==> src/sparse_mul_pkg.sv <==
// --------------------------------------------------
// sparse polynomial multiplier shared definitions
// sizes, widths and the bundles passed between blocks
// --------------------------------------------------
`default_nettype none

package sparse_mul_pkg;

  // ring and modulus
  localparam int Q       = 251;
  localparam int COEFF_W = 8;
  localparam int N       = 32;
  localparam int H       = 8;

  // parallel lanes and derived counts
  localparam int NUM_CORES  = 4;
  localparam int POS_W      = $clog2(N);
  localparam int NUM_PASSES = H / NUM_CORES;
  localparam int STEPS      = N / 2;
  localparam int STEP_W     = $clog2(STEPS);
  localparam int PASS_W     = (NUM_PASSES > 1) ? $clog2(NUM_PASSES) : 1;

  // adder tree headroom for NUM_CORES terms below 256
  localparam int SUM_W = COEFF_W + 2;

  typedef logic [COEFF_W-1:0] coeff_t;

  // two neighbouring coefficients, lo is the even index
  typedef struct packed {
    coeff_t hi;
    coeff_t lo;
  } coeff_pair_t;

  // lane k takes element k
  typedef logic [NUM_CORES-1:0][POS_W-1:0] pos_word_t;

  // per-pair broadcast from the sequencer
  typedef struct packed {
    logic             valid;
    logic [POS_W-1:0] index;
    logic             negative;
    logic             first;
  } step_t;

endpackage

`default_nettype wire

==> src/sdp_ram.sv <==
// --------------------------------------------------
// simple dual-port RAM with one write port and
// a registered read port
// --------------------------------------------------
`timescale 1ns/1ps
`default_nettype none

module sdp_ram #(
  parameter type payload_t = logic [7:0],
  parameter int  DEPTH     = 16
) (
  input  logic                     clk,
  input  logic                     wr_en,
  input  logic [$clog2(DEPTH)-1:0] wr_addr,
  input  payload_t                 wr_data,
  input  logic [$clog2(DEPTH)-1:0] rd_addr,
  output payload_t                 rd_data
);

  payload_t mem [DEPTH];

  // write port
  always_ff @(posedge clk)
  begin
    if (wr_en)
    begin
      mem[wr_addr] <= wr_data;
    end
  end

  // read data shows up one cycle after the address
  always_ff @(posedge clk)
  begin
    rd_data <= mem[rd_addr];
  end

endmodule

`default_nettype wire

==> src/sparse_mul_accum.sv <==
// --------------------------------------------------
// lane adder tree, mod Q reduction and accumulation
// into the result RAM, plus host readback
// --------------------------------------------------
`timescale 1ns/1ps
`default_nettype none

module sparse_mul_accum (
  input  logic                              clk,
  input  logic                              rst,
  input  sparse_mul_pkg::step_t             step,
  input  sparse_mul_pkg::coeff_pair_t       lanes [sparse_mul_pkg::NUM_CORES],
  input  logic                              rd_en,
  input  logic [sparse_mul_pkg::STEP_W-1:0] rd_addr,
  output logic                              wr_last,
  output sparse_mul_pkg::coeff_pair_t       rd_data
);
  import sparse_mul_pkg::*;

  // 256 = 5 mod 251, so the bits above the low byte count five each
  function automatic logic [COEFF_W:0] fold(input logic [SUM_W-1:0] s);
    logic [COEFF_W:0] hi;
    hi = (COEFF_W + 1)'(s[SUM_W-1:COEFF_W]);
    return (hi << 2) + hi + (COEFF_W + 1)'(s[COEFF_W-1:0]);
  endfunction

  function automatic coeff_t sub_q(input logic [COEFF_W:0] x);
    return (x >= Q) ? coeff_t'(int'(x) - Q) : coeff_t'(x);
  endfunction

  step_t             pipe [4];
  logic [SUM_W-1:0]  sum_lo;
  logic [SUM_W-1:0]  sum_hi;
  logic [SUM_W-1:0]  sum_q_lo;
  logic [SUM_W-1:0]  sum_q_hi;
  logic [COEFF_W:0]  fold_q_lo;
  logic [COEFF_W:0]  fold_q_hi;
  coeff_pair_t       red_q;
  coeff_pair_t       prev;
  logic [COEFF_W:0]  acc_lo;
  logic [COEFF_W:0]  acc_hi;
  logic              wr_en_q;
  logic [STEP_W-1:0] wr_addr_q;
  coeff_pair_t       wr_data_q;
  logic [STEP_W-1:0] ram_rd_addr;
  coeff_pair_t       ram_q;

  // step control follows the data through 5 stages
  always_ff @(posedge clk)
  begin
    if (rst)
    begin
      for (int k = 0; k < 4; k++)
      begin
        pipe[k] <= '0;
      end
      wr_en_q <= 1'b0;
      wr_last <= 1'b0;
    end
    else
    begin
      pipe[0] <= step;
      pipe[1] <= pipe[0];
      pipe[2] <= pipe[1];
      pipe[3] <= pipe[2];
      wr_en_q <= pipe[3].valid;
      wr_last <= pipe[3].valid & (pipe[3].index[POS_W-1:1] == STEP_W'(STEPS - 1));
    end
  end

  // --------------------------------------------------
  // adder tree and reduction
  // --------------------------------------------------
  always_comb
  begin
    sum_lo = '0;
    sum_hi = '0;
    for (int k = 0; k < NUM_CORES; k++)
    begin
      sum_lo = sum_lo + SUM_W'(lanes[k].lo);
      sum_hi = sum_hi + SUM_W'(lanes[k].hi);
    end
  end

  // first pass starts from zero, the RAM holds stale data
  assign prev = pipe[2].first ? '0 : ram_q;

  always_ff @(posedge clk)
  begin
    sum_q_lo  <= sum_lo;
    sum_q_hi  <= sum_hi;
    fold_q_lo <= fold(sum_q_lo);
    fold_q_hi <= fold(sum_q_hi);
    red_q.lo  <= sub_q(fold_q_lo);
    red_q.hi  <= sub_q(fold_q_hi);
    acc_lo    <= (COEFF_W + 1)'(red_q.lo) + (COEFF_W + 1)'(prev.lo);
    acc_hi    <= (COEFF_W + 1)'(red_q.hi) + (COEFF_W + 1)'(prev.hi);
    wr_data_q <= '{hi: sub_q(acc_hi), lo: sub_q(acc_lo)};
    wr_addr_q <= pipe[3].index[POS_W-1:1];
    rd_data   <= ram_q;
  end

  // host read wins when rd_en is high
  assign ram_rd_addr = rd_en ? rd_addr : pipe[1].index[POS_W-1:1];

  sdp_ram #(
    .payload_t (coeff_pair_t),
    .DEPTH     (STEPS)
  ) i_res_ram (
    .clk     (clk),
    .wr_en   (wr_en_q),
    .wr_addr (wr_addr_q),
    .wr_data (wr_data_q),
    .rd_addr (ram_rd_addr),
    .rd_data (ram_q)
  );

endmodule

`default_nettype wire

==> src/sparse_mul_core.sv <==
// --------------------------------------------------
// one multiplier lane, streams a rotated copy of the
// dense polynomial with wrap and sign correction
// --------------------------------------------------
`timescale 1ns/1ps
`default_nettype none

module sparse_mul_core (
  input  logic                             clk,
  input  logic                             rst,
  input  logic                             poly_wr_en,
  input  logic [sparse_mul_pkg::POS_W-1:0] poly_wr_addr,
  input  sparse_mul_pkg::coeff_pair_t      poly_wr_data,
  input  logic                             pos_valid,
  input  logic [sparse_mul_pkg::POS_W-1:0] pos,
  input  sparse_mul_pkg::step_t            step,
  output sparse_mul_pkg::coeff_pair_t      lane_out
);
  import sparse_mul_pkg::*;

  logic [POS_W-1:0] pos_q;
  logic [POS_W-1:0] rd_addr_q;
  logic [POS_W-1:0] ram_addr;
  coeff_pair_t      ram_q;
  logic [POS_W-1:0] j_lo;
  logic [POS_W-1:0] j_hi;
  logic             keep_lo;
  logic             keep_hi;

  // start at a[(N - pos) mod N], then two coefficients per cycle
  always_ff @(posedge clk)
  begin
    if (rst)
    begin
      pos_q     <= '0;
      rd_addr_q <= '0;
    end
    else if (pos_valid)
    begin
      pos_q     <= pos;
      rd_addr_q <= POS_W'(N - int'(pos));
    end
    else
    begin
      rd_addr_q <= rd_addr_q + POS_W'(2);
    end
  end

  // host load shares the address with the lane
  assign ram_addr = poly_wr_en ? poly_wr_addr : rd_addr_q;

  sdp_ram #(
    .payload_t (coeff_pair_t),
    .DEPTH     (N)
  ) i_poly_ram (
    .clk     (clk),
    .wr_en   (poly_wr_en),
    .wr_addr (poly_wr_addr),
    .wr_data (poly_wr_data),
    .rd_addr (ram_addr),
    .rd_data (ram_q)
  );

  // output index of the word now leaving the RAM
  // the counter is already two ahead of it
  assign j_lo = rd_addr_q + pos_q - POS_W'(2);
  assign j_hi = {j_lo[POS_W-1:1], 1'b1};

  // wrapped terms pick up a -1 from x^N = -1
  assign keep_lo = (j_lo >= pos_q) == ~step.negative;
  assign keep_hi = (j_hi >= pos_q) == ~step.negative;

  always_ff @(posedge clk)
  begin
    lane_out.lo <= keep_lo ? ram_q.lo : coeff_t'(Q - int'(ram_q.lo));
    lane_out.hi <= keep_hi ? ram_q.hi : coeff_t'(Q - int'(ram_q.hi));
  end

endmodule

`default_nettype wire

==> src/sparse_mul_ctrl.sv <==
// --------------------------------------------------
// pass and step sequencer, owns the position RAM
// and the busy/done handshake to the host
// --------------------------------------------------
`timescale 1ns/1ps
`default_nettype none

module sparse_mul_ctrl (
  input  logic                              clk,
  input  logic                              rst,
  input  logic                              start,
  input  logic                              pos_wr_en,
  input  logic [sparse_mul_pkg::PASS_W-1:0] pos_wr_addr,
  input  sparse_mul_pkg::pos_word_t         pos_wr_data,
  input  logic                              wr_last,
  output logic                              busy,
  output logic                              done,
  output logic                              pos_valid,
  output sparse_mul_pkg::pos_word_t         pos_word,
  output sparse_mul_pkg::step_t             step
);
  import sparse_mul_pkg::*;

  logic              start_go;
  logic              last_pass;
  logic              fetch;
  logic              fetch_q;
  logic [PASS_W-1:0] pass;
  logic              first_pass;
  logic [1:0]        pv_d;
  logic              step_valid;
  logic [POS_W-1:0]  step_index;
  logic              negative;

  assign start_go  = start & ~busy;
  assign last_pass = (pass == PASS_W'(NUM_PASSES - 1));

  // a new pass begins on start or on the end of a pass that is not the last
  assign fetch = start_go | (busy & wr_last & ~last_pass);

  // second half of the positions carry -1
  assign negative = (int'(pass) * NUM_CORES) >= (H / 2);

  // --------------------------------------------------
  // pass bookkeeping
  // --------------------------------------------------
  always_ff @(posedge clk)
  begin
    if (rst)
    begin
      busy       <= 1'b0;
      done       <= 1'b0;
      pass       <= '0;
      first_pass <= 1'b0;
      fetch_q    <= 1'b0;
      pos_valid  <= 1'b0;
      pv_d       <= '0;
    end
    else
    begin
      done <= busy & wr_last & last_pass;
      if (start_go)
      begin
        busy <= 1'b1;
      end
      else if (done)
      begin
        busy <= 1'b0;
      end
      if (start_go)
      begin
        pass       <= '0;
        first_pass <= 1'b1;
      end
      else if (busy & wr_last)
      begin
        pass       <= last_pass ? pass : pass + 1'b1;
        first_pass <= 1'b0;
      end
      // one cycle to issue the read, one for the RAM
      fetch_q   <= fetch;
      pos_valid <= fetch_q;
      pv_d      <= {pv_d[0], pos_valid};
    end
  end

  // --------------------------------------------------
  // pair index, even coefficients 0 to N-2
  // --------------------------------------------------
  always_ff @(posedge clk)
  begin
    if (rst)
    begin
      step_valid <= 1'b0;
      step_index <= '0;
    end
    else if (pv_d[1])
    begin
      step_valid <= 1'b1;
      step_index <= '0;
    end
    else if (step_valid)
    begin
      if (step_index == POS_W'(N - 2))
      begin
        step_valid <= 1'b0;
      end
      step_index <= step_index + POS_W'(2);
    end
  end

  assign step = '{valid: step_valid, index: step_index, negative: negative, first: first_pass};

  // position words, read at the current pass
  sdp_ram #(
    .payload_t (pos_word_t),
    .DEPTH     (NUM_PASSES)
  ) i_pos_ram (
    .clk     (clk),
    .wr_en   (pos_wr_en),
    .wr_addr (pos_wr_addr),
    .wr_data (pos_wr_data),
    .rd_addr (pass),
    .rd_data (pos_word)
  );

endmodule

`default_nettype wire

==> src/sparse_mul_top.sv <==
// --------------------------------------------------
// sparse polynomial multiplier top level
// --------------------------------------------------
`timescale 1ns/1ps
`default_nettype none

module sparse_mul_top (
  input  logic                              clk,
  input  logic                              rst,
  input  logic                              start,
  input  logic                              poly_wr_en,
  input  logic [sparse_mul_pkg::POS_W-1:0]  poly_wr_addr,
  input  sparse_mul_pkg::coeff_pair_t       poly_wr_data,
  input  logic                              pos_wr_en,
  input  logic [sparse_mul_pkg::PASS_W-1:0] pos_wr_addr,
  input  sparse_mul_pkg::pos_word_t         pos_wr_data,
  input  logic                              rd_en,
  input  logic [sparse_mul_pkg::STEP_W-1:0] rd_addr,
  output logic                              busy,
  output logic                              done,
  output sparse_mul_pkg::coeff_pair_t       rd_data
);
  import sparse_mul_pkg::*;

  logic        pos_valid;
  pos_word_t   pos_word;
  step_t       step;
  logic        wr_last;
  coeff_pair_t lanes [NUM_CORES];

  sparse_mul_ctrl i_ctrl (
    .clk         (clk),
    .rst         (rst),
    .start       (start),
    .pos_wr_en   (pos_wr_en),
    .pos_wr_addr (pos_wr_addr),
    .pos_wr_data (pos_wr_data),
    .wr_last     (wr_last),
    .busy        (busy),
    .done        (done),
    .pos_valid   (pos_valid),
    .pos_word    (pos_word),
    .step        (step)
  );

  // one lane per position in a pass
  for (genvar k = 0; k < NUM_CORES; k++)
  begin : g_core
    sparse_mul_core i_core (
      .clk          (clk),
      .rst          (rst),
      .poly_wr_en   (poly_wr_en),
      .poly_wr_addr (poly_wr_addr),
      .poly_wr_data (poly_wr_data),
      .pos_valid    (pos_valid),
      .pos          (pos_word[k]),
      .step         (step),
      .lane_out     (lanes[k])
    );
  end

  sparse_mul_accum i_accum (
    .clk     (clk),
    .rst     (rst),
    .step    (step),
    .lanes   (lanes),
    .rd_en   (rd_en),
    .rd_addr (rd_addr),
    .wr_last (wr_last),
    .rd_data (rd_data)
  );

endmodule

`default_nettype wire

==> config.mk <==
export PLATFORM = sky130hd
export DESIGN_NAME = sparse_mul_top
export DESIGN_NICKNAME = d
export VERILOG_FILES = /design/src/sparse_mul_pkg.sv /design/src/sdp_ram.sv /design/src/sparse_mul_accum.sv /design/src/sparse_mul_core.sv /design/src/sparse_mul_ctrl.sv /design/src/sparse_mul_top.sv
export SDC_FILE = /design/constraint.sdc
export NUM_CORES = 2
export LEC_CHECK = 0
export BUFFER_PORTS_ARGS = -buffer_cell sky130_fd_sc_hd__buf_2
export CAP_MARGIN = 30
export CORE_ASPECT_RATIO = 1.1
export CORE_UTILIZATION = 45
export CTS_BUF_LIST = sky130_fd_sc_hd__clkbuf_4 sky130_fd_sc_hd__clkbuf_8
export CTS_CLUSTER_DIAMETER = 100
export DETAILED_ROUTE_END_ITERATION = 8
export PLACE_DENSITY_LB_ADDON = 0.25
export SYNTH_ARGS = -nofsm -noshare
export SYNTH_HDL_FRONTEND = slang
export SYNTH_HIERARCHICAL = 1
export SYNTH_SLANG_ARGS = --single-unit
==> constraint.sdc <==
create_clock -name clk -period 5.5 [get_ports clk]
set_input_delay 1.65 -clock clk [delete_from_list [all_inputs] [get_ports clk]]
set_output_delay 1.65 -clock clk [all_outputs]
set_load 0.1 [all_outputs]
==> results.py <==
metrics = {
    "outcome": {
        "outcome": "finished, final reports clean",
    },
    "power_and_ir_drop": {
        "net-switching-power_w": 0.0140,
        "swShare": 0.275,
        "power_frac_seq": 0.485,
        "pwr-share-comb": 0.173,
        "vdd_drop_max_v": 0.000495,
        "p_leak_nw": 42.0,
        "clockPowerShare": 0.342,
        "power_density_nw_per_um2": 415,
        "intPower_w": 0.0368,
    },
    "detailed_routing": {
        "firstDrtPassIters": 6,
        "routed_via_density": 5.63,
        "ant_nets": 0,
        "num_vias": 60000,
        "finalWirelength_mm": 271,
        "wl_per_cell_um": 25.4,
        "initialDrtViolationCount": 5455,
        "drc": 0,
    },
    "placement": {
        "preCtsSetupSlack_ns": 0.575,
        "gp_congestion": 0.878,
        "dp.final_hpwl_mm": 166,
        "io_buffer_count": 69,
    },
    "final_layout": {
        "register_area_um2": 77400,
        "drive_gt1_frac": 0.167,
        "multi_input_area_um2": 28500,
        "fill_cells": 19700,
        "nNetsFinal": 7361,
        "area_delta_synth_final_pct": 12.3,
    },
    "setup_path": {
        "endpoint_kind": "flip-flop",
        "worstSetupPathType": "in -> reg",
        "ff2ff_setup_slack_ns": 1.57,
        "crit_path_start_kind": "primary input",
        "crit_start": "poly_wr_en",
        "r2r_start": "g_core[2].i_core/rd_addr_q[2]",
        "ff2ff_path_depth": 12,
        "cp.arrival_ns": 4.79,
        "worstPathMaxFanout": 37,
        "r2r-end": "g_core[2].i_core/lane_out[14]",
        "cp.required_ns": 6.31,
    },
    "sta": {
        "worst_slack_ns": 1.52,
        "slew_headroom": 0.268,
        "fin_setup_tns_ns": 0,
        "slew_violations": 0,
        "hold_viol": 0,
        "fin_skew_ns": 0.0818,
        "maxClockFrequency_mhz": 251,
        "period_needed_ns": 3.98,
        "tightest_slew_ns": 1.10,
        "rsz0062_at_grt": "false",
        "setup_viol": 0,
        "fin_crit_sh": 0.724,
    },
    "hold_path": {
        "hold_class": "reg -> reg",
        "hp-start": "i_accum/pipe[3][3]",
        "min_delay_path_depth": 0,
        "min_to": "i_accum/wr_addr_q[0]",
    },
    "cts": {
        "clkTransAtPathRegs_ns": 0.06,
        "cts_inserted_buffers": 425,
        "h-tree-depth": 5,
        "postCtsHoldBufs": 0,
        "cts_resized": 0,
        "clkSinkCount": 2694,
        "clock_latency_ns": 1.04,
        "cts_tree": "built",
        "clk_path_buf_depth": 4,
        "cts_setup_buffers": 0,
        "clockRootBuffer": "clkbuf_8",
    },
    "synthesis": {
        "ys_warn_count": 6,
        "netlist_area_um2": 109000,
        "syn_inst": 6727,
        "synthesis.nets": 6934,
        "avgSynthCellArea_um2": 16.2,
    },
    "grt": {
        "grt_pass1_wl_mm": 397,
        "grt_use_met2": 0.361,
        "grt.overflow.total": 0,
        "grt_max_degree": 129,
        "grt_pass1_vias": 60100,
        "use_met3": 0.0346,
        "antenna_found_initial": 10,
        "globalRouteMet1Util": 0.294,
        "track_usage": 0.218,
        "busiest_layer": "met2",
    },
    "floorplanning": {
        "start_util": 0.453,
        "die_h_um": 518,
        "num_rows": 189,
        "io-pin-count": 70,
        "core_region_area_um2": 241000,
        "dieArea_um2": 244000,
        "die_width_um": 471,
    },
    "run": {
        "cap_violations": 0,
    },
}
==> layout by cell type (no fill, tap or decap), types with 41 or more instances in the layout <==
cell type,instances
nor2_1,256
clkbuf_8,479
clkinv_1,69
dfxtp_1,348
xnor2_1,64
nand2_1,230
buf_4,264
a22oi_1,288
buf_12,45
edfxtp_1,2344
clkbuf_4,161
nor2b_1,59
ha_1,115
inv_1,168
buf_2,52
o21ai_0,57
mux4_2,54
nand4_1,117
a31oi_1,70
mux2i_1,1069
nand2b_1,54
a21oi_1,183
clkinv_2,41
nand3_1,185
nor3_1,93
a22o_1,128
==> power by group through the flow <==
| stage | registers [W] | logic, W | clock network [W] |
|---|---|---|---|
| 2_1_floorplan | 0.0246 | 0.00649 | 0 |
| 3_3_place_gp | 0.0250 | 0.00861 | 0 |
| 3_5_place_dp | 0.0251 | 0.00879 | 0 |
| 4_1_cts | 0.0246 | 0.00884 | 0.0177 |
| 5_1_grt | 0.0247 | 0.00972 | 0.0186 |
| 6_report | 0.0246 | 0.00881 | 0.0174 |
==> through the flow <==
step,power [W],instance area (µm²),cells,hold WS (ns),utilization
floorplan,0.0311,109000,6727,0.324,-
global placement,0.0336,114000,9878,0.351,0.472
detailed placement,0.0338,114000,9878,0.351,0.472
CTS,0.0512,122000,10700,0.356,0.508
global route,0.0531,122000,10700,0.361,0.508
finish,0.0508,123000,10700,0.356,0.508
==> worst max-delay path: stages <==
cell	delay [ns]
buf_2	0.40
o21ai_0	0.79
nor2b_4	0.67
buf_4	0.41
buf_4	0.30
a21oi_1	0.10
nand3_1	0.20
nand3_1	0.21
==> routing by layer <==
metal,share of wire,routed length [µm]
met3,0.060,16300
met4,0.029,7830
met2,0.49,132000
met5,0.000033,9
met1,0.42,115000
==> layout make-up <==
class                   count  share of cell area
flip-flops and latches   2694               0.632
clock inverters           140             0.00821
multi-input cells        3503               0.233
inverters                 168             0.00515
well taps                3151              0.0322
repair buffers            362              0.0257
clock buffers             640              0.0637
diodes                     11            0.000225
==> worst max-delay path by stage <==
stage                                                  end  slack (ns)  depth (start not counted)
floorplan           g_core[0].i_core/i_poly_ram/mem[12][0]        2.11                          3
global placement    g_core[3].i_core/i_poly_ram/rd_data[6]        0.62                          8
detailed placement  g_core[3].i_core/i_poly_ram/rd_data[6]        0.57                          8
CTS                          g_core[0].i_core/lane_out[14]        1.58                         12
global route                 g_core[2].i_core/lane_out[14]        1.34                         12
finish              g_core[3].i_core/i_poly_ram/rd_data[6]        1.52                          8
==> flip-flops by register name, summed over array words and instances (netlist names), 20 cells and up <==
name and cells:
g_core.i_core/i_poly_ram/mem 2048, i_accum/i_res_ram/mem 256, g_core.i_core/i_poly_ram/rd_data 64, g_core.i_core/lane_out 64, i_ctrl/i_pos_ram/mem 40, i_accum/pipe 23, g_core.i_core/pos_q 20, g_core.i_core/rd_addr_q 20
i_ctrl/i_pos_ram/rd_data 20
No activity file was read; power rests on OpenSTA's default activity.
